--- src/include/dcache_defines.svh ---
`ifndef DCACHE_DEFINES_SVH
`define DCACHE_DEFINES_SVH

// cache organisation
`define DCACHE_WAYS 4
`define DCACHE_SETS 64
`define DCACHE_BANKS 4

// two independent load pipes
`define DCACHE_LOAD_PORTS 2

// physical address and data word widths
`define DCACHE_PADDR_W 32
`define DCACHE_WORD_W 32

`endif

--- src/logic/dcache_geom_pkg.sv ---
`include "dcache_defines.svh"

package dcache_geom_pkg;

    localparam int WAY_W = $clog2(`DCACHE_WAYS);
    localparam int SET_W = $clog2(`DCACHE_SETS);
    localparam int BANK_W = $clog2(`DCACHE_BANKS);
    localparam int WORD_BYTES = `DCACHE_WORD_W / 8;
    localparam int OFFS_W = $clog2(WORD_BYTES);
    localparam int TAG_W = `DCACHE_PADDR_W - SET_W - BANK_W - OFFS_W;

    typedef logic [SET_W-1:0] set_idx_t;
    typedef logic [BANK_W-1:0] bank_idx_t;
    typedef logic [TAG_W-1:0] tag_t;
    typedef logic [`DCACHE_WAYS-1:0] way_mask_t;
    typedef logic [WAY_W-1:0] way_idx_t;
    typedef logic [WORD_BYTES-1:0] byte_mask_t;
    typedef logic [`DCACHE_WORD_W-1:0] word_t;

    // bank 0 holds the lowest word of the line
    typedef word_t [`DCACHE_BANKS-1:0] line_t;

    typedef struct packed {
        tag_t tag;
        set_idx_t set;
        bank_idx_t bank;
        logic [OFFS_W-1:0] offset;
    } paddr_t;

    // one way of the tag array as read out
    typedef struct packed {
        logic valid;
        tag_t tag;
    } tagv_t;

endpackage

--- src/logic/dcache_msg_pkg.sv ---
`include "dcache_defines.svh"

package dcache_msg_pkg;

    typedef struct packed {
        logic valid;
        dcache_geom_pkg::paddr_t paddr;
    } load_req_t;

    typedef struct packed {
        logic valid;
        logic hit;
        logic replay;
        dcache_geom_pkg::word_t data;
    } load_resp_t;

    typedef struct packed {
        logic valid;
        dcache_geom_pkg::paddr_t paddr;
        dcache_geom_pkg::word_t data;
        dcache_geom_pkg::byte_mask_t mask;
    } store_req_t;

    typedef struct packed {
        logic valid;
        logic hit;
        logic retry;
    } store_resp_t;

    typedef struct packed {
        logic valid;
        dcache_geom_pkg::paddr_t paddr;
        dcache_geom_pkg::way_idx_t way;
        dcache_geom_pkg::line_t line;
    } refill_t;

    typedef struct packed {
        logic valid;
        dcache_geom_pkg::paddr_t paddr;
        logic port;
    } miss_req_t;

    // arbiter to load pipe
    typedef struct packed {
        logic valid;
        logic replay;
        dcache_geom_pkg::paddr_t paddr;
    } load_issue_t;

    // load pipe to collector
    typedef struct packed {
        logic valid;
        logic replay;
        logic hit;
        dcache_geom_pkg::word_t data;
        dcache_geom_pkg::paddr_t paddr;
    } pipe_result_t;

    // single write port of the arrays, shared by refill and store
    typedef struct packed {
        dcache_geom_pkg::way_mask_t tag_we;
        dcache_geom_pkg::set_idx_t set;
        dcache_geom_pkg::tag_t tag;
        dcache_geom_pkg::way_mask_t data_we;
        dcache_geom_pkg::byte_mask_t [`DCACHE_BANKS-1:0] byte_en;
        dcache_geom_pkg::line_t line;
    } array_wr_t;

endpackage

--- src/logic/load_result_collector.sv ---
`timescale 1ns/10ps
`include "dcache_defines.svh"

module load_result_collector (
    input  logic clk,
    input  logic rst,
    input  dcache_msg_pkg::pipe_result_t [`DCACHE_LOAD_PORTS-1:0] results,
    output dcache_msg_pkg::load_resp_t [`DCACHE_LOAD_PORTS-1:0] load_resp,
    output dcache_msg_pkg::miss_req_t miss_req
);

    logic [`DCACHE_LOAD_PORTS-1:0] miss;
    logic sel;
    logic found;

    // lowest missing port gets the single miss slot
    always_comb begin
        sel = 1'b0;
        found = 1'b0;
        for (int p = 0; p < `DCACHE_LOAD_PORTS; p++) begin
            miss[p] = results[p].valid & ~results[p].replay & ~results[p].hit;
            if (miss[p] && !found) begin
                sel = 1'(p);
                found = 1'b1;
            end
        end
    end

    always_comb begin
        for (int p = 0; p < `DCACHE_LOAD_PORTS; p++) begin
            load_resp[p].valid = results[p].valid;
            load_resp[p].hit = results[p].hit;
            load_resp[p].data = results[p].data;
            // losers of the miss slot come back as replay
            load_resp[p].replay = results[p].replay | (miss[p] & (sel != 1'(p)));
        end
        miss_req.valid = found;
        miss_req.paddr = results[sel].paddr;
        miss_req.port = sel;
    end

    // a replayed load never arrives from its pipe as a hit
    for (genvar p = 0; p < `DCACHE_LOAD_PORTS; p++) begin : g_chk
        a_miss_port_clean: assert property (@(posedge clk) disable iff (!rst)
            results[p].valid |-> !(results[p].hit && results[p].replay));
    end

endmodule

--- config.mk ---
export PLATFORM = sky130hd
export DESIGN_NAME = load_result_collector
export DESIGN_NICKNAME = d
export VERILOG_FILES = /design/src/logic/dcache_geom_pkg.sv /design/src/logic/dcache_msg_pkg.sv /design/src/logic/load_result_collector.sv
export VERILOG_INCLUDE_DIRS = /design/src /design/src/include
export SDC_FILE = /design/constraint.sdc
export NUM_CORES = 1
export LEC_CHECK = 0
export ABC_CLOCK_PERIOD_IN_PS = 1300
export BUFFER_PORTS_ARGS = -buffer_cell sky130_fd_sc_hd__clkbuf_2
export CORE_AREA = 2 2 92 94
export DETAILED_ROUTE_END_ITERATION = 7
export DIE_AREA = 0 0 94 96
export GPL_ROUTABILITY_DRIVEN = 1
export PLACE_DENSITY = 0.55
export RECOVER_POWER = 50
export SYNTH_ARGS = -nofsm -noshare
export SYNTH_HDL_FRONTEND = slang
export SYNTH_SLANG_ARGS = --single-unit
--- constraint.sdc ---
create_clock -name vclk -period 1.3
set_input_delay 0.065 -clock vclk [all_inputs]
set_output_delay 0.065 -clock vclk [all_outputs]
set_load 0.05 [all_outputs]
; ---- After elaboration in Yosys (flattened, before gate mapping)
; Cells that the tools add are included.
[word_totals]
ff_bits = 0
inputBits = 136
out_inout_bits = 104
wordCells = 21
[classes]
magnitude_cmp = 1
muxes = 5
bitwise_logic = 13
n_reduce_logical = 2
[op_table]
columns = op, n
row1 = 32-bit two-way mux, 2
row2 = 1-bit bitwise AND, 6
row3 = 1-bit NOT, 5
row4 = 1-bit two-way mux, 3
row5 = "1-bit by 2-bit less-than comparator with 1-bit output, second input constant", 1
row6 = 1-bit OR, 2
row7 = 1-bit logical AND, 1
row8 = 1-bit zero test, 1

; ---- Longest topological paths before layout
[depth]
ltp_word = 10
ltp_mapped = 6
ltp_nobuf = 3

; ---- Least setup slack after synthesis
; OpenSTA, ideal clock, no wires.
[synth_timing]
path_type = input -> output
start = in results[66] in the netlist's numbering
end = out miss_req[10] in the netlist's numbering
arrival_ns = 1.353
required_time_ns = 1.235
setup_slack_ns = -0.118
stages = 5
n_path_buf = 2
path_cell_list = nor3b_1 or4b_1 buf_2 buf_6 mux2_4
[synth_lines]
columns = item, line_no
row1 = start: declaration, load_result_collector.sv:7  ; input dcache_msg_pkg::pipe_result_t [`DCACHE_LOAD_PORTS-1:0] results,
row2 = end: declaration, load_result_collector.sv:9  ; output dcache_msg_pkg::miss_req_t miss_req

==> summary.txt <==
Timing
  • Slew @ Worst Pin: roughly 0.34 ns
  • Fin Hold WS: 0.130 ns
  • Final worst path period share: 123%
  • Slew margin rel.: 77.8%
  • Fin worst setup slack: -0.299 ns
  • Maximum clock rate: between 600 and 700 MHz
  • Post-route minimum period: 1.60 ns
  • Final setup fails: 33
  • Final setup TNS: -9.35 ns
  • Hold Fails Final Rpt: 0
  • Slew Limit Fails: 0
  • Unrepaired setup endpoints after global routing: yes

Power and ir drop
  • Clk pwr share: 0%
  • Reg power frac: 0%
  • Leakage: slightly above 0.9 nW
  • Comb pwr share: 100.0%
  • Total power: approximately 0.86 mW
  • Sw power: ~0.46 mW
  • Peak supply drop: roughly 0.11 mV
  • Net switching fraction of the power: a little over half
  • PwrDens: ~530 nW/µm²
  • Cell-internal power: 0.403 mW

Global route
  • Remaining Overflow, GRT: 0
  • First-pass GRT wire length: 4730 µm
  • Vias in the first global route: between 800 and 900
  • Initial antenna violation count: 0
  • Largest net degree at the start of global routing: 18
  • All-layer global routing usage: 7.00%

Layout
  • Antenna diodes: 0
  • Post-layout util: about a fifth
  • Seq Cell Count: 0
  • Share of cells above drive strength 1: between 90% and 100%
  • Final nets: roughly 300
  • Filler cells: around 860
  • Multi-input logic area: between 500 and 600 µm²
  • Non-filler instance count after layout: 259
  • Final instance area: about 1600 µm²
  • Sequential Area: 0 µm²
  • Area growth, synth to finish: 49.2%
  • Clkbuf count: 0

Placement
  • Area post-placement: around 1300 µm²
  • Final GP Congestion: roughly 0.76
  • Port Buffers: between 100 and 150
  • Placed insts: approximately 260
  • Hpwl dp: 3360 µm
  • Placement Setup Slack: -0.519 ns

Hold path
  • Hold WC Path Type: in -> out
  • Worst Hold Depth: 0
  • Hold Crit Start: results[106]
  • Hold EP: load_resp[42]

Drt
  • WL final: 3910 µm
  • Via density per instance: between 3 and 4
  • DRC violations left: 0
  • Pre-antenna DRT Iters: 2
  • Antenna Violating Nets Remaining: 0
  • Detailed-route via count: between 800 and 900
  • WL per Instance: between 15 and 20 µm
  • DR iter-0 viols: 16

Floorplanning
  • DIE WIDTH: between 90 and 100 µm
  • Top Ports: 240
  • Die Y: around 96 µm
  • Starting Density: a little over an eighth
  • Rows: 33
  • Die area: approximately 9000 µm²
  • Core footprint: ~8100 µm²

Yosys
  • Seq/Total Area, Yosys: 0%
  • Syn Area/Cell: roughly 9.5 µm²
  • Synth warnings: 0
  • Post-synthesis instance area: around 1100 µm²
  • Top cells by count, synth: 70 x buf_4, 29 x mux2_4, 3 x buf_6, 3 x inv_1, 3 x mux2_2
  • Net Count, Synth: 250
  • Post-synth top area share: 48.5%
  • Syn Inst Count: between 100 and 150
  • Synth area leaders: buf_4 48%, mux2_4 40%, buf_6 3.1%, mux2_2 3.1%, a31o_2 1.6%
  • Post-synth top area cell: buf_4
  • Top-count cell post-synth: buf_4
  • Synth cell types: 10

Worst setup path
  • Crit start category: primary input
  • Worst Path Arrival: about 1.5 ns
  • Critical path fanouts, max: 17
  • Setup CP Type: in -> out
  • CP Capture Type: primary output
  • Crit path required time: 1.24 ns

Job
  • Maxcap violations: 0

Outcome
  • Failing checks: setup timing
  • Run status: finished, violations left

Clocking
  • Hold buffer count at CTS: 0
  • Postcts setup bufs: 0
## power groups by stage
stage	Sequential, mW	Clock (mW)	Combinational, mW
after global routing	0	0	0.892
after detailed placement	0	0	0.676
after floorplan	0	0	1.02
final	0	0	0.860
after CTS	0	0	0.810
after global placement	0	0	0.676
## worst max-delay path: stages
cell      delay [ns]
clkbuf_2        0.10
nor3b_1         0.15
or4b_4          0.55
buf_12          0.20
mux2_4          0.31
buf_8           0.15
## kinds of logic after synthesis
family | count (synthesis) | synth area share [%]
AO/OA/AOI/OAI | 2 | 1.62
buffers and inverters | 78 | 53.5
multiplexers | 32 | 43.3
AND/OR/NAND/NOR | 2 | 1.62
## routing by layer
| metal | global-route usage, % | vias up | wire length (µm) |
|---|---|---|---|
| met1 | 6.13 | 374 | 1140 |
| li1 | - | 385 | - |
| met4 | 3.50 | 0 | 159 |
| met3 | 2.58 | 24 | 622 |
| met2 | 13.9 | 88 | 1980 |
| met5 | 0 | - | 0 |
## worst max path at each step
stage | start | to | slack [ns] | depth (start not counted)
floorplan | results[66] | miss_req[10] | -0.12 | 5
global placement | results[66] | miss_req[14] | -0.50 | 6
detailed placement | results[66] | miss_req[14] | -0.52 | 6
CTS | results[66] | miss_req[23] | -0.32 | 6
global route | results[66] | miss_req[21] | -0.33 | 6
finish | results[66] | miss_req[11] | -0.30 | 6
## layout make-up
cell class / count / area share, %
inverter: 3 / 0.697
multi-input combinational: 36 / 31.4
timing repair buffer: 115 / 59.8
tap: 105 / 8.13
## cell usage in the layout, fill, tap and decap left out
master / instances
buf_16: 1
mux2_2: 3
clkbuf_2: 76
mux2_4: 29
inv_1: 2
buf_12: 2
buf_4: 3
or4b_4: 1
nor3b_1: 1
buf_8: 33
inv_2: 1
a31o_2: 2
## timing repair
action | in CTS | in global routing
gates resized for setup | 68 | 34
cloned | 1 | 0
endpoints found under the setup margin | 33 | 33
Note: power is estimated with default switching activity, not from simulation.
