[config.mk]
export PLATFORM = sky130hd
export DESIGN_NAME = load_bank_arbiter
export DESIGN_NICKNAME = d
export VERILOG_FILES = /design/src/logic/dcache_geom_pkg.sv /design/src/logic/dcache_msg_pkg.sv /design/src/logic/load_bank_arbiter.sv
export VERILOG_INCLUDE_DIRS = /design/src /design/src/include
export SDC_FILE = /design/constraint.sdc
export NUM_CORES = 1
export LEC_CHECK = 0
export ABC_CLOCK_PERIOD_IN_PS = 1500
export CAP_MARGIN = 20
export CORE_AREA = 2 2 67 69
export DETAILED_ROUTE_END_ITERATION = 8
export DIE_AREA = 0 0 69 71
export DONT_BUFFER_PORTS = 1
export SETUP_SLACK_MARGIN = 0.05
export SYNTH_ARGS = -nofsm -noshare
export SYNTH_HDL_FRONTEND = slang
export SYNTH_SLANG_ARGS = --single-unit
[constraint.sdc]
create_clock -name vclk -period 1.5
set_input_delay 0.3 -clock vclk [all_inputs]
set_output_delay 0.3 -clock vclk [all_outputs]
set_load 0.005 [all_outputs]
[src/include/dcache_defines.svh]
`ifndef DCACHE_DEFINES_SVH
`define DCACHE_DEFINES_SVH

// cache organisation
`define DCACHE_WAYS 4
`define DCACHE_SETS 64
`define DCACHE_BANKS 4

// two independent load pipes
`define DCACHE_LOAD_PORTS 2

// physical address and data word widths
`define DCACHE_PADDR_W 32
`define DCACHE_WORD_W 32

`endif

[src/logic/dcache_geom_pkg.sv]
`include "dcache_defines.svh"

package dcache_geom_pkg;

    localparam int WAY_W = $clog2(`DCACHE_WAYS);
    localparam int SET_W = $clog2(`DCACHE_SETS);
    localparam int BANK_W = $clog2(`DCACHE_BANKS);
    localparam int WORD_BYTES = `DCACHE_WORD_W / 8;
    localparam int OFFS_W = $clog2(WORD_BYTES);
    localparam int TAG_W = `DCACHE_PADDR_W - SET_W - BANK_W - OFFS_W;

    typedef logic [SET_W-1:0] set_idx_t;
    typedef logic [BANK_W-1:0] bank_idx_t;
    typedef logic [TAG_W-1:0] tag_t;
    typedef logic [`DCACHE_WAYS-1:0] way_mask_t;
    typedef logic [WAY_W-1:0] way_idx_t;
    typedef logic [WORD_BYTES-1:0] byte_mask_t;
    typedef logic [`DCACHE_WORD_W-1:0] word_t;

    // bank 0 holds the lowest word of the line
    typedef word_t [`DCACHE_BANKS-1:0] line_t;

    typedef struct packed {
        tag_t tag;
        set_idx_t set;
        bank_idx_t bank;
        logic [OFFS_W-1:0] offset;
    } paddr_t;

    // one way of the tag array as read out
    typedef struct packed {
        logic valid;
        tag_t tag;
    } tagv_t;

endpackage

[src/logic/dcache_msg_pkg.sv]
`include "dcache_defines.svh"

package dcache_msg_pkg;

    typedef struct packed {
        logic valid;
        dcache_geom_pkg::paddr_t paddr;
    } load_req_t;

    typedef struct packed {
        logic valid;
        logic hit;
        logic replay;
        dcache_geom_pkg::word_t data;
    } load_resp_t;

    typedef struct packed {
        logic valid;
        dcache_geom_pkg::paddr_t paddr;
        dcache_geom_pkg::word_t data;
        dcache_geom_pkg::byte_mask_t mask;
    } store_req_t;

    typedef struct packed {
        logic valid;
        logic hit;
        logic retry;
    } store_resp_t;

    typedef struct packed {
        logic valid;
        dcache_geom_pkg::paddr_t paddr;
        dcache_geom_pkg::way_idx_t way;
        dcache_geom_pkg::line_t line;
    } refill_t;

    typedef struct packed {
        logic valid;
        dcache_geom_pkg::paddr_t paddr;
        logic port;
    } miss_req_t;

    // arbiter to load pipe
    typedef struct packed {
        logic valid;
        logic replay;
        dcache_geom_pkg::paddr_t paddr;
    } load_issue_t;

    // load pipe to collector
    typedef struct packed {
        logic valid;
        logic replay;
        logic hit;
        dcache_geom_pkg::word_t data;
        dcache_geom_pkg::paddr_t paddr;
    } pipe_result_t;

    // single write port of the arrays, shared by refill and store
    typedef struct packed {
        dcache_geom_pkg::way_mask_t tag_we;
        dcache_geom_pkg::set_idx_t set;
        dcache_geom_pkg::tag_t tag;
        dcache_geom_pkg::way_mask_t data_we;
        dcache_geom_pkg::byte_mask_t [`DCACHE_BANKS-1:0] byte_en;
        dcache_geom_pkg::line_t line;
    } array_wr_t;

endpackage

[src/logic/load_bank_arbiter.sv]
`timescale 1ns/10ps
`include "dcache_defines.svh"

module load_bank_arbiter (
    input  logic clk,
    input  logic rst,
    input  dcache_msg_pkg::load_req_t [`DCACHE_LOAD_PORTS-1:0] load_req,
    input  logic write_active,
    output dcache_msg_pkg::load_issue_t [`DCACHE_LOAD_PORTS-1:0] issue,
    output dcache_geom_pkg::set_idx_t [`DCACHE_LOAD_PORTS-1:0] tag_rd_idx,
    output dcache_geom_pkg::set_idx_t [`DCACHE_BANKS-1:0] bank_rd_idx
);

    logic [`DCACHE_LOAD_PORTS-1:0] cancel;
    logic [`DCACHE_LOAD_PORTS-1:0] accepted;

    // lower port wins a shared bank
    always_comb begin
        cancel = '0;
        for (int p = 1; p < `DCACHE_LOAD_PORTS; p++) begin
            for (int q = 0; q < p; q++) begin
                if (load_req[p].valid && load_req[q].valid &&
                    load_req[p].paddr.bank == load_req[q].paddr.bank) begin
                    cancel[p] = 1'b1;
                end
            end
        end
    end

    always_comb begin
        for (int p = 0; p < `DCACHE_LOAD_PORTS; p++) begin
            accepted[p] = load_req[p].valid & ~cancel[p];
            issue[p].valid = load_req[p].valid;
            // array write this cycle means stale read data
            issue[p].replay = cancel[p] | write_active;
            issue[p].paddr = load_req[p].paddr;
            tag_rd_idx[p] = load_req[p].paddr.set;
        end
    end

    // each bank reads the set of the load that owns it
    always_comb begin
        bank_rd_idx = '0;
        for (int b = 0; b < `DCACHE_BANKS; b++) begin
            for (int p = 0; p < `DCACHE_LOAD_PORTS; p++) begin
                if (accepted[p] && load_req[p].paddr.bank == dcache_geom_pkg::bank_idx_t'(b)) begin
                    bank_rd_idx[b] = load_req[p].paddr.set;
                end
            end
        end
    end

    // an accepted load must own the read index of its bank
    for (genvar p = 0; p < `DCACHE_LOAD_PORTS; p++) begin : g_chk
        a_bank_exclusive: assert property (@(posedge clk) disable iff (!rst)
            accepted[p] |-> bank_rd_idx[load_req[p].paddr.bank] == load_req[p].paddr.set);
    end

endmodule

Word-level counts from Yosys, hierarchy flattened

Cells that the tools add are included.

Register bits after elaboration: 0
Bits of input ports: 69
Logic and storage cells: 31

Bitwise gates (word level): 3
Equality and inequality tests: 7
Reduce and logical (&&, ||, !) cells: 12
Multiplexer cells: 9

Operator list:

| kind               | count |
|---|---|
| $mux 6             | 8 |
| $logic_and 1x1->1  | 10 |
| $eq 2x2->1 const B | 4 |
| $eq 2x1->1 const B | 2 |
| $logic_not 2->1    | 2 |
| $eq 2x2->1         | 1 |
| $and 1x1->1        | 1 |
| $mux 1             | 1 |
| $not 1->1          | 1 |
| $or 1x1->1         | 1 |

Longest topological paths before layout

Depth after elaboration: 7
Depth in mapped cells: 4
Mapped depth without buffers: 2

Worst setup path after synthesis

No wires, ideal clock.

Path type: input to output
Start point: input port load_req[3] in the netlist's numbering
End point: output port bank_rd_idx[0] in the netlist's numbering
Buffers on the path: 2
Arrival time: 1.230 ns
Stages: 4
Setup slack: -0.030 ns
Required time: 1.200 ns
Cell sequence: buf_2 -> or3b_1 -> buf_6 -> mux2_4

RTL lines:

| what            | RTL line                | source |
|---|---|---|
| start, declared | load_bank_arbiter.sv:7  | `` input dcache_msg_pkg::load_req_t [`DCACHE_LOAD_PORTS-1:0] load_req, `` |
| end, declared   | load_bank_arbiter.sv:11 | `` output dcache_geom_pkg::set_idx_t [`DCACHE_BANKS-1:0] bank_rd_idx `` |

==> results.txt <==
Status = finished, final reports clean
Per-cell routed wire length = 25.8 µm
Crit path kind = input pin to output port
Crit. Startpoint = load_req[2]
Starting Density = 0.287
Worst Tran Pin Value = 0.387 ns
CP Data Required Time = 1.20 ns
Sequential Power Share = 0
Core area = 4200 µm²
Commonest non-fill, non-tap cell in the layout = o31ai_1
Critical Path Fanout Max = 18
Clock tree buffer count of the final layout = 0
Worst VDD drop = 0.0194 mV
Distinct cells, synth = 20
FF/Latch Area = 0 µm²
Die height = 71 µm
Die area = 4900 µm²
Initial antenna violation count = 0
Final Hold Violating Endpoints = 0
Critical path buffers and inverters = 1
Die Wd = 69 µm
GR Util All Layers = 0.107
GR Overflow Total = 0
N_diodes = 0
Fillcell total = 498
Fmax = 0.694 GHz
Switch Pwr = 0.0000465 W
Share of cells above drive strength 1 = 0.231
Placed cell area = 629 µm²
Multi-input gate area in the final layout = 552 µm²
Synth Instances = 154
Sequential-to-total area share from yosys stat = 0
Fin area = 636 µm²
Maxcap violations = 0
Crit path max-delay cell type = or3b_4
CTS Hold Buffers Added = 0
Cell family with most CP delay = simple AND/OR/NAND/NOR gates
Hold Crit Start = load_req[14]
Drt total wl = 3020 µm
Final slew viol count = 0
Final GP Congestion = 0.707
HP Class = input pin to output port
Int Pwr = 0.0000570 W
Num sequential = 0
Fin crit period = 1.44 ns
Final WS setup = 0.0586 ns
Setup crit end kind = output port
Switch share = 0.449
Leak = 0.236 nW
Vias in the first global route = 649
Rows = 24
Area Growth Syn to Fin = -47.3%
Final HPWL DP = 2190 µm
Commonest non-fill, non-tap cells in the layout = o31ai_1 (12), nand2_1 (7)
Antenna viol nets, final = 0
First-pass detailed-route iteration total = 4
Slew headroom = 0.740
PortBufs = 0
Synthesized area = 1210 µm²
Startpoint types = input pin
Number of remaining DRC errors = 0
First-pass GRT wire length = 4160 µm
Worst-path cell chain = or3b_4 -> buf_6 -> mux2_4
Largest net degree at the start of global routing = 21
Via/cell ratio = 5.85
DR iter-0 viols = 39
Via count = 684
Final nets = 136
Pre-CTS setup slack = 0.0282 ns
WP data arrival = 1.14 ns
Logic pwr share = 1.000
I/O pin cnt = 173
Clock Power Share = 0
PwrDens = 163 nW/µm²
Syn_area_per_cell = 7.83 µm²
CP peak stage delay = 0.38 ns
Post-synth net total = 223
# setup viols final = 0
RSZ-0062 raised after global routing = true
Postcts setup bufs = 0
Post-route clock period utilization = 0.961
YS warnings = 0
## stage by stage
| stage | hold WS (ns) | power, W | instances | utilization | setup TNS [ns] |
|---|---|---|---|---|---|
| after floorplan | 0.681 | 0.000287 | 154 | - | -0.127 |
| after global placement | 0.600 | 0.000101 | 117 | 0.150 | 0 |
| after detailed placement | 0.600 | 0.000103 | 117 | 0.150 | 0 |
| after CTS | 0.600 | 0.000104 | 117 | 0.151 | 0 |
| after global routing | 0.600 | 0.000111 | 117 | 0.151 | 0 |
| final | 0.600 | 0.000103 | 117 | 0.151 | 0 |
## layer usage
metal | global-route usage | routed length, µm | vias to the layer above
met5 | 0 | 0 | -
met2 | 0.185 | 1470 | 62
li1 | - | - | 288
met1 | 0.118 | 1070 | 324
met4 | 0.0174 | 47 | 0
met3 | 0.0570 | 432 | 10
## final cells by class
cell class | count | area share
Multi-Input combinational cell | 63 | 0.868
Tap cell | 52 | 0.102
Timing Repair Buffer | 2 | 0.0295
## cell families (layout without fill, tap and decap cells)
kind of cell	after synthesis	count (layout)	share of synthesized area
and+or+nand+nor	36	36	0.227
AOI/OAI and AO/OA	13	13	0.0830
muxes	12	12	0.131
buffers and inverters	91	2	0.545
xor gates and xnor gates	2	2	0.0145
## power by group through the flow
stage	registers (W)	logic [W]	clock network, W
after detailed placement	0	0.000103	0
after global placement	0	0.000101	0
after global routing	0	0.000111	0
after CTS	0	0.000104	0
final	0	0.000103	0
after floorplan	0	0.000287	0
## synthesized netlist by cell type
library cell  count  area [µm²]
buf_4            79         593
clkbuf_1          6        22.5
nor4bb_1          6        60.1
o31ai_1          12        90.1
and3b_1           1        8.76
xnor2_1           2        17.5
nand2b_1          1        6.26
nand4b_1          6        52.6
mux2_4            6        90.1
buf_6             2        22.5
mux2_2            6        67.6
or3b_1            1        8.76
nand3b_1          1        7.51
buf_2             3        15.0
buf_1             1        3.75
and4b_1           6        60.1
nand4_1           6        37.5
and3_1            1        6.26
a41o_1            1        10.0
nand2_1           7        26.3
## worst paths after layout
path | to | slack, ns | cells after the start
hold / removal | issue[14] | 0.60 | 0
setup / recovery | bank_rd_idx[0] | 0.06 | 3
## repair_timing
item | 4_1_cts | 5_1_grt
pin swaps | 1 | 0
gates resized for setup | 1 | 1
setup endpoints to repair | 6 | 6
No activity file was read; power rests on OpenSTA's default activity.
