### config.mk
export PLATFORM = sky130hd
export DESIGN_NAME = load_pipe
export DESIGN_NICKNAME = d
export VERILOG_FILES = /design/src/logic/dcache_geom_pkg.sv /design/src/logic/dcache_msg_pkg.sv /design/src/logic/load_pipe.sv
export VERILOG_INCLUDE_DIRS = /design/src /design/src/include
export SDC_FILE = /design/constraint.sdc
export NUM_CORES = 1
export LEC_CHECK = 0
export ABC_AREA = 1
export BUFFER_PORTS_ARGS = -buffer_cell sky130_fd_sc_hd__buf_2
export CELL_PAD_IN_SITES_DETAIL_PLACEMENT = 0
export CELL_PAD_IN_SITES_GLOBAL_PLACEMENT = 1
export CORE_AREA = 2 2 276 278
export CTS_CLUSTER_DIAMETER = 50
export DETAILED_ROUTE_END_ITERATION = 6
export DIE_AREA = 0 0 278 280
export PLACE_DENSITY_LB_ADDON = 0.1
export SLEW_MARGIN = 5
export SYNTH_ARGS = -nofsm -noshare
export SYNTH_HDL_FRONTEND = slang
export SYNTH_SLANG_ARGS = --single-unit
### constraint.sdc
create_clock -name clk -period 3.35 [get_ports clk]
set_clock_uncertainty 0.05 [all_clocks]
set_input_delay 0.1675 -clock clk [delete_from_list [all_inputs] [get_ports clk]]
set_output_delay 0.1675 -clock clk [all_outputs]
set_load 0.01 [all_outputs]
### src/include/dcache_defines.svh
`ifndef DCACHE_DEFINES_SVH
`define DCACHE_DEFINES_SVH

// cache organisation
`define DCACHE_WAYS 4
`define DCACHE_SETS 64
`define DCACHE_BANKS 4

// two independent load pipes
`define DCACHE_LOAD_PORTS 2

// physical address and data word widths
`define DCACHE_PADDR_W 32
`define DCACHE_WORD_W 32

`endif

### src/logic/dcache_geom_pkg.sv
`include "dcache_defines.svh"

package dcache_geom_pkg;

    localparam int WAY_W = $clog2(`DCACHE_WAYS);
    localparam int SET_W = $clog2(`DCACHE_SETS);
    localparam int BANK_W = $clog2(`DCACHE_BANKS);
    localparam int WORD_BYTES = `DCACHE_WORD_W / 8;
    localparam int OFFS_W = $clog2(WORD_BYTES);
    localparam int TAG_W = `DCACHE_PADDR_W - SET_W - BANK_W - OFFS_W;

    typedef logic [SET_W-1:0] set_idx_t;
    typedef logic [BANK_W-1:0] bank_idx_t;
    typedef logic [TAG_W-1:0] tag_t;
    typedef logic [`DCACHE_WAYS-1:0] way_mask_t;
    typedef logic [WAY_W-1:0] way_idx_t;
    typedef logic [WORD_BYTES-1:0] byte_mask_t;
    typedef logic [`DCACHE_WORD_W-1:0] word_t;

    // bank 0 holds the lowest word of the line
    typedef word_t [`DCACHE_BANKS-1:0] line_t;

    typedef struct packed {
        tag_t tag;
        set_idx_t set;
        bank_idx_t bank;
        logic [OFFS_W-1:0] offset;
    } paddr_t;

    // one way of the tag array as read out
    typedef struct packed {
        logic valid;
        tag_t tag;
    } tagv_t;

endpackage

### src/logic/dcache_msg_pkg.sv
`include "dcache_defines.svh"

package dcache_msg_pkg;

    typedef struct packed {
        logic valid;
        dcache_geom_pkg::paddr_t paddr;
    } load_req_t;

    typedef struct packed {
        logic valid;
        logic hit;
        logic replay;
        dcache_geom_pkg::word_t data;
    } load_resp_t;

    typedef struct packed {
        logic valid;
        dcache_geom_pkg::paddr_t paddr;
        dcache_geom_pkg::word_t data;
        dcache_geom_pkg::byte_mask_t mask;
    } store_req_t;

    typedef struct packed {
        logic valid;
        logic hit;
        logic retry;
    } store_resp_t;

    typedef struct packed {
        logic valid;
        dcache_geom_pkg::paddr_t paddr;
        dcache_geom_pkg::way_idx_t way;
        dcache_geom_pkg::line_t line;
    } refill_t;

    typedef struct packed {
        logic valid;
        dcache_geom_pkg::paddr_t paddr;
        logic port;
    } miss_req_t;

    // arbiter to load pipe
    typedef struct packed {
        logic valid;
        logic replay;
        dcache_geom_pkg::paddr_t paddr;
    } load_issue_t;

    // load pipe to collector
    typedef struct packed {
        logic valid;
        logic replay;
        logic hit;
        dcache_geom_pkg::word_t data;
        dcache_geom_pkg::paddr_t paddr;
    } pipe_result_t;

    // single write port of the arrays, shared by refill and store
    typedef struct packed {
        dcache_geom_pkg::way_mask_t tag_we;
        dcache_geom_pkg::set_idx_t set;
        dcache_geom_pkg::tag_t tag;
        dcache_geom_pkg::way_mask_t data_we;
        dcache_geom_pkg::byte_mask_t [`DCACHE_BANKS-1:0] byte_en;
        dcache_geom_pkg::line_t line;
    } array_wr_t;

endpackage

### src/logic/load_pipe.sv
`timescale 1ns/10ps
`include "dcache_defines.svh"

module load_pipe (
    input  logic clk,
    input  logic rst,
    input  dcache_msg_pkg::load_issue_t issue,
    input  dcache_geom_pkg::tagv_t [`DCACHE_WAYS-1:0] tagv_rd,
    input  dcache_geom_pkg::word_t [`DCACHE_BANKS-1:0][`DCACHE_WAYS-1:0] data_rd,
    output dcache_msg_pkg::pipe_result_t result
);

    dcache_msg_pkg::load_issue_t issue_q;
    dcache_msg_pkg::pipe_result_t res_q;
    logic issue_valid_q;
    logic res_valid_q;
    logic [`DCACHE_WAYS-1:0] hit_way;
    dcache_geom_pkg::way_idx_t hit_idx;
    logic hit;

    always_ff @(posedge clk or negedge rst) begin
        if (!rst) begin
            issue_valid_q <= 1'b0;
            res_valid_q <= 1'b0;
        end else begin
            issue_valid_q <= issue.valid;
            res_valid_q <= issue_valid_q;
        end
    end

    // tags and data arrive one cycle after the issue
    always_comb begin
        hit_idx = '0;
        for (int w = 0; w < `DCACHE_WAYS; w++) begin
            hit_way[w] = tagv_rd[w].valid && tagv_rd[w].tag == issue_q.paddr.tag;
            if (hit_way[w]) begin
                hit_idx = hit_idx | dcache_geom_pkg::way_idx_t'(w);
            end
        end
        hit = |hit_way;
    end

    always_ff @(posedge clk) begin
        issue_q <= issue;
        res_q.valid <= issue_valid_q;
        res_q.replay <= issue_q.replay;
        res_q.hit <= hit & ~issue_q.replay;
        res_q.data <= data_rd[issue_q.paddr.bank][hit_idx];
        res_q.paddr <= issue_q.paddr;
    end

    always_comb begin
        result = res_q;
        result.valid = res_valid_q;
    end

    // encoder above relies on this
    a_hit_onehot: assert property (@(posedge clk) disable iff (!rst)
        issue_valid_q |-> $onehot0(hit_way));

endmodule

After elaboration in Yosys (flattened, before gate mapping)
Index checks and enable logic that the tools add are counted.
W data, S select, Z words.
{ "word_totals": {"ff_bits": 101, "romBits": 0, "in_bits": 640, "wordCells": 34, "latchBits": 0, "mem_count": 0, "mem_bits_rw": 0, "output_inout_bits": 67} }
{ "classes": {"eq_ne": 4, "multipliers": 0, "n_lt_le_gt_ge": 2, "n_div": 0, "mux": 7, "shift": 0, "reduce_logical": 5, "n_bitwise": 2, "add_sub_neg": 0} }
{ "op_table": {"columns": ["cell", "n"], "rows": [
  ["$bmux W128 S2", 1],
  ["$mux W128", 1],
  ["$eq A22 B22 Y1", 4],
  ["$bmux W32 S2", 1],
  ["$mux W32", 1],
  ["$lt A2 B3 Y1 const B", 2],
  ["$logic_and A1 B1 Y1", 4],
  ["$mux W2", 2],
  ["$reduce_or A4 Y1", 1],
  ["$and A1 B1 Y1", 1],
  ["$mux W1", 1],
  ["$not A1 Y1", 1]
]} }

Depth between registers and ports, before layout
Gate-level depths: netlist of run 1.
{ "depth": {"word_depth": 7, "mapped_depth": 14, "ltp_nobuf": 13} }

Worst setup path before layout of run 1
No wires, ideal clock.
{ "synth_timing": {"kind": "reg2reg", "startpoint": "reg issue_q[24] (netlist bit)", "endpoint": "reg res_q (netlist bit result[35])", "stages_incl_launch_ff": 14, "setup_slack_ns": 1.777, "setup_time_ns": 0.113, "required_time_ns": 3.187, "n_path_buf": 2, "arrival_time_ns": 1.410, "synth_period_minus_slack_ns": 1.573, "cell_sequence": "dfxtp_1 -> buf_2 -> inv_2 -> nand2_1 -> nand2_1 -> nor2_1 -> nand2_1 -> nor2_1 -> nand3_2 -> nand2_4 -> buf_4 -> nand2_1 -> nand3_1 -> nand2_1"} }
{ "synth_between": {"elab_chain_cells": 7, "elab_cells_between_ends": 11, "classes_between": "eq/ne (3); mux (5); reduce/logical (3)"} }
{ "synth_rtl": {"columns": ["element", "line_no", "text"], "rows": [
  ["start: declaration", "load_pipe.sv:13", "dcache_msg_pkg::load_issue_t issue_q;"],
  ["start signal: assignment", "load_pipe.sv:44", "issue_q <= issue;"],
  ["$eq A22 B22 Y1", "load_pipe.sv:35", "hit_way[w] = tagv_rd[w].valid && tagv_rd[w].tag == issue_q.paddr.tag;"],
  ["$logic_and A1 B1 Y1", "load_pipe.sv:35", null],
  ["$mux W1", "load_pipe.sv:36", "if (hit_way[w]) begin"],
  ["$mux W2", "load_pipe.sv:36", null],
  ["$mux W2 *", "load_pipe.sv:36", null],
  ["$bmux W32 S2 *", "load_pipe.sv:48", "res_q.data <= data_rd[issue_q.paddr.bank][hit_idx];"],
  ["$mux W32 (not written as such) *", "load_pipe.sv:48", null],
  ["end: declaration", "load_pipe.sv:14", "dcache_msg_pkg::pipe_result_t res_q;"]
]} }
Mark *: on every way between the ends. The rest lies on a longest branch, timed or not. The select of a mux whose other input is x is not followed.

Worst setup path after layout of run 1
{ "layout_timing": {"startpoint": "reg issue_q[20] (netlist bit)", "endpoint": "reg res_q (netlist bit result[57])"} }
Same word-level chain as after synthesis.

==> summary.md, run 1 <==
| Metric | Value |
|---|---|
| Status | `finished clean` |
| Fin crit share | `82.25%` |
| Gr usage total | `19.16%` |
| First-pass DRT Iterations | `5` |
| Share of power burned in combinational logic | `39.0%` |
| Net Sw Power | `1.607 mW` |
| Sequential cell area | `2039 sq um` |
| Pwr/cell area | `284.5 nW/um^2` |
| Endpoints failing hold | `0` |
| Worst skew pair latency | `0.40 ns` |
| Leading area contributor after synthesis | `nand2_1` |
| EDFF count, synth | `0` |
| TritonCTS Sinks | `101` |
| YS warnings | `0` |
| Setup TNS Final | `0 ns` |
| Dpl cell area | `13720 sq um` |
| Reg2Reg Setup Slack | `0.59 ns` |
| Worst Path Class, Setup | `flip-flop to flip-flop` |
| Final setup fails | `0` |
| Syn Nets | `2269` |
| Hold path endpoint | `result[32]` |
| Die Ht | `280 microns` |
| Die area | `77840 sq um` |
| Min-delay src | `data_rd[352]` |
| Hold Buf Count CTS | `36` |
| Area of the multi-input gates | `6311 sq um` |
| Antenna Nets Post-Route | `0` |
| RR Startpoint | `issue_q[20]` |
| Worst path buffer plus inverter count | `0` |
| Switching Share | `39.27%` |
| RD Place Congestion | `0.8804` |
| Tmin final | `2.755 ns` |
| Post-synth top cells | `nand2_1, nand3_1, a21oi_1, a32o_1, dfxtp_1` |
| Sequential share of the synthesized area | `21.86%` |
| Rel. slew slack | `40.42%` |
| Clk slew on worst S/H paths | `0.09 ns` |
| Req. time, crit path | `3.63 ns` |
| Area of the core | `75190 sq um` |
| CTS resizes | `0` |
| Avg Inst Size Synth | `5.705 sq um` |
| Share of layout cells above drive strength 1 | `33.29%` |
| RSZ-0062 raised after global routing | `no` |
| WL final | `77.88 mm` |
| # fillers | `8909` |
| CP endpoint kind | `flip-flop` |
| Synthesized cell area | `9294 sq um` |
| Post-layout instance area | `14380 sq um` |
| # DRC | `0` |
| Sequential power share | `33.0%` |
| Synthesized instance count | `1629` |
| Clock share of power | `28.0%` |
| Placed insts | `3215` |
| Crit-path most repeated cell | `nand2_1` |
| Area contributors post-synth | `nand2_1, dfxtp_1, a32o_1` |
| CTS Buf Count | `9` |
| Slew at the pin with the worst max-slew slack | `0.8916 ns` |
| Vias in the first global route | `14.08k` |
| Placement Rows | `101` |
| DR vias/cell | `4.203` |
| Worst hold slack | `0.1950 ns` |
| Total power | `4.091 mW` |
| Clock root buffer | `clkbuf_16` |
| Post-DP HPWL | `66.41 mm` |
| Max-cap violations | `0` |
| Cell with the most instances after synthesis | `nand2_1` |
| Worst slack at placement | `0.5473 ns` |
| Hold Path Stages | `6` |
| Startpoint Class | `flip-flop` |
| Internal power | `2.484 mW` |
| Post-CTS setup buffers | `0` |
| FFs w/ async S/R, synth | `1.980%` |
| Worst VDD drop | `0.2500 mV` |
| Final worst slack | `0.5947 ns` |
| Fin nets | `2924` |
| Iteration-0 DRC Markers | `697` |
| GRT overflow | `0` |
| Ys flop type | `dfxtp_1` |
| Post-synth cell types | `33` |
| Starting Density | `12.36%` |
| Port Buf Inserts | `706` |
| F_max | `362.9 MHz` |
| Slowest CP cell | `nand2_2` |
| Htree depth | `3` |
| Critical register-to-register path endpoint | `result[57]` |
| Die width | `278 microns` |
| Crit-path max FO | `28` |
| Number of I/O pins | `707` |
| Delay-heaviest family, CP | `simple AND/OR/NAND/NOR gates` |
| DR vias | `13.75k` |
| Initial antenna violation count | `18` |
| Largest net degree at the start of global routing | `130` |
| Fin cells | `3271` |
| WP data arrival | `3.04 ns` |
| Drt wl/cell | `23.81 microns` |
| R2R depth | `9` |
| Maximum buffer depth of the clock tree | `2` |
| CTS tree | `done` |
| Worst path cell trace | `xnor2_1, nand2_1, nor2_1, nand2_1, nor2_2, nand2_4, nand2_2, nand3_1, nand2_1` |
| Number of synthesized register bits | `101` |
| Pleak | `7.488 nW` |
| First-pass GRT wire length | `105.7 mm` |
| Layout area overhead | `54.74%` |
| Core Util, Final | `19.13%` |
| Slew Viols, Final | `0` |
| Hold WC Path Type | `primary input to flip-flop` |
| Crit-path max cell delay | `0.64 ns` |
| Synth top area share | `30.61%` |
## sequential cells by signal, summed over array words and instances (netlist names)
register       count
issue_q           33
issue_valid_q      1
result            66
res_valid_q        1
## worst max path at each step
stage | start | to | slack [ns] | cells past startpoint
floorplan | issue_q[24] | result[35] | 1.78 | 13
global placement | issue_q[15] | result[57] | 0.56 | 10
detailed placement | issue_q[20] | result[53] | 0.55 | 9
CTS | issue_q[20] | result[53] | 0.52 | 9
global route | issue_q[20] | result[57] | 0.33 | 9
finish | issue_q[20] | result[57] | 0.59 | 9
## power by group through the flow
stage	combinational, mW	clock [mW]	sequential, mW
2_1_floorplan	0.676	0	1.37
3_3_place_gp	1.61	0	1.39
3_5_place_dp	1.60	0	1.38
4_1_cts	1.65	1.22	1.36
5_1_grt	1.76	1.25	1.36
6_report	1.60	1.14	1.35
## worst register-to-register path, cell delays in order, from the launching register on
cell,delay (ns)
dfxtp_1,0.39
xnor2_1,0.43
nand2_1,0.09
nor2_1,0.11
nand2_1,0.07
nor2_2,0.12
nand2_4,0.23
nand2_2,0.65
nand3_1,0.38
nand2_1,0.16
## per-layer routing
layer  up-vias  track usage [%]  wire, microns
li1       6744                -              -
met4        22            4.934           1688
met1      6405            20.70          29800
met2       497            36.10          40730
met3        79            5.737           5530
met5         -                0            134
## layout make-up
cell class	instances	area share [%]
inverters	100	2.680
clock buffers	10	1.592
repair buffers	757	28.64
flip-flops and latches	101	14.18
well taps	978	8.509
multi-input cells	1315	43.88
diodes	4	0.06960
clock inverters	6	0.4437
## cell usage in the layout, fill, tap and decap left out, types with 9 or more instances in the layout
master	synthesis	layout
a21oi_1	132	132
a32o_1	128	128
buf_12	0	9
buf_2	19	706
clkbuf_16	0	9
dfxtp_1	99	97
dlygate4sd3_1	0	36
inv_1	88	86
inv_2	10	10
nand2_1	758	758
nand3_1	137	137
nand4_1	22	22
nor2_1	86	86
o21ai_0	11	11
xnor2_1	10	10
## kinds of logic after synthesis
logic type,after synthesis,synth area share (%)
flip-flops,101,21.86
AND/OR/NAND/NOR,1023,44.41
XOR/XNOR,16,1.508
AO/OA/AOI/OAI,276,21.85
buffers and inverters,213,10.37
No activity file was read; power rests on OpenSTA's default activity.
==> run 2: changes to the inputs <==
- CORE_AREA: 2 2 276 278 -> 2 2 278 280
- DIE_AREA: 0 0 278 280 -> 0 0 280 282
- clock period: 3.35 -> 2.87 ns (I/O delays scaled with it)
==> summary.md, run 2 (synthesis results as in run 1) <==
| Metric | Value |
|---|---|
| Placed insts | `3229` |
| Total power | `4.773 mW` |
| Placement Rows | `101` |
| Worst VDD drop | `0.3088 mV` |
| Endpoints failing hold | `0` |
| Dpl cell area | `13840 sq um` |
| Largest net degree at the start of global routing | `114` |
| Share of layout cells above drive strength 1 | `33.78%` |
| WL final | `79.23 mm` |
| RSZ-0062 raised after global routing | `no` |
| Gr usage total | `19.02%` |
| Crit-path max cell delay | `0.45 ns` |
| GRT overflow | `0` |
| Worst path buffer plus inverter count | `2` |
| Vias in the first global route | `14.05k` |
| Initial antenna violation count | `32` |
| Pwr/cell area | `328.5 nW/um^2` |
| Fin crit share | `88.53%` |
| Area of the core | `75700 sq um` |
| Largest register FFs | `66` |
| Post-layout instance area | `14530 sq um` |
| Port Buf Inserts | `706` |
| Slowest CP cell | `dfxtp_1` |
| Crit-path max FO | `31` |
| CTS tree | `done` |
| Htree depth | `3` |
| Die Ht | `282 microns` |
| Clock root buffer | `clkbuf_16` |
| CP endpoint kind | `flip-flop` |
| Rel. slew slack | `30.91%` |
| Layout area overhead | `56.31%` |
| Slew Viols, Final | `0` |
| Fin nets | `2938` |
| Tmin final | `2.541 ns` |
| Setup TNS Final | `0 ns` |
| Most frequent cells in the layout | `nand2_1, buf_2, nand3_1` |
| Maximum buffer depth of the clock tree | `2` |
| Post-DP HPWL | `68.09 mm` |
| Worst path cell trace | `inv_1, nand2_1, nand2_1, nor2_1, nand2_1, nor2_2, nand3_4, nand2_8, buf_4, nand2_1, nand3_1, nand2_1` |
| First-pass GRT wire length | `106.3 mm` |
| Starting Density | `12.28%` |
| Antenna Nets Post-Route | `0` |
| Status | `finished clean` |
| Startpoint Class | `flip-flop` |
| Crit-path most repeated cell | `nand2_1` |
| F_max | `393.6 MHz` |
| Drt wl/cell | `24.10 microns` |
| WP data arrival | `2.78 ns` |
| # DRC | `0` |
| CTS Buf Count | `9` |
| Iteration-0 DRC Markers | `738` |
| Number of I/O pins | `707` |
| Post-CTS setup buffers | `0` |
| Fin cells | `3288` |
| DR vias/cell | `4.220` |
| TritonCTS Sinks | `101` |
| Slew at the pin with the worst max-slew slack | `1.036 ns` |
| DR vias | `13.88k` |
| Die area | `78960 sq um` |
| Die width | `280 microns` |
| RD Place Congestion | `0.8473` |
| Final setup fails | `0` |
| Worst Path Class, Setup | `flip-flop to flip-flop` |
| Max-cap violations | `0` |
| First-pass DRT Iterations | `7` |
| Req. time, crit path | `3.11 ns` |
| Hold WC Path Type | `primary input to flip-flop` |
| Pleak | `7.564 nW` |
| Commonest non-fill, non-tap cell in the layout | `nand2_1` |
| Delay-heaviest family, CP | `simple AND/OR/NAND/NOR gates` |
| Worst skew pair latency | `0.40 ns` |
| Clk slew on worst S/H paths | `0.09 ns` |
## run 2: cell types whose count changed in the layout (fill, tap and decap cells not counted), sizes merged
cell	previous run	this run
clkbuf	10	9
clkinv	3	5
inv	102	101
buf	721	735
diode	4	7
## run 2: worst paths after layout
path	from	end	slack [ns]	depth (start not counted)
hold / removal	data_rd[360]	result[40]	0.21	6
setup reg to reg	issue_q[16]	result[47]	0.33	12
hold reg to reg	issue_q[0]	result[0]	0.28	0
max in group asynchronous	rst	issue_valid_q	2.12	3
min in group asynchronous	rst	res_valid_q	0.53	3
setup / recovery	issue_q[16]	result[47]	0.33	12
## run 2: final cells by class
| class | count | area [sq um] |
|---|---|---|
| antenna | 7 | 17.52 |
| clock buffer | 9 | 225.2 |
| clock inverter | 7 | 77.57 |
| fill | 8949 | 61170 |
| inverter | 100 | 385.4 |
| multi-input combinational | 1315 | 6322 |
| sequential | 101 | 2039 |
| tap | 978 | 1224 |
| timing repair buffer | 771 | 4237 |
## run 2: routing by layer
metal | share of wire, % | track usage [%]
met3 | 6.9 | 4.964
met4 | 1.1 | 2.742
met2 | 53 | 36.54
met5 | 0.23 | 0
met1 | 38 | 21.19
## run 2: repair_timing
action,4_1_cts,5_1_grt
hold buffers,36,0
hold endpoints to repair,36,0
setup endpoints to repair,1,8
resized for setup,1,1
## run 2: worst reg2reg max path, delay by kind of cell, from the launching register on
family | cells | cell delay [ns]
simple gates | 10 | 1.55
flops | 1 | 0.45
buf+inv | 2 | 0.41
## run 2: power breakdown
part           internal (mW)  switching, mW  leakage [nW]
Combinational          0.793           1.05          6.56
Sequential              1.50         0.0675         0.859
Clock                  0.620          0.743         0.144
Total                   2.91           1.86          7.56
## run 2: per-stage QoR
step | worst slack [ns] | hold slack [ns] | utilization (%)
floorplan | 1.297 | -0.2021 | -
global placement | -0.01774 | -0.1220 | 18.28
detailed placement | -0.04338 | -0.1195 | 18.28
CTS | 0.08412 | 0.1750 | 19.17
global route | 0.05619 | 0.2326 | 19.18
finish | 0.3293 | 0.2073 | 19.19
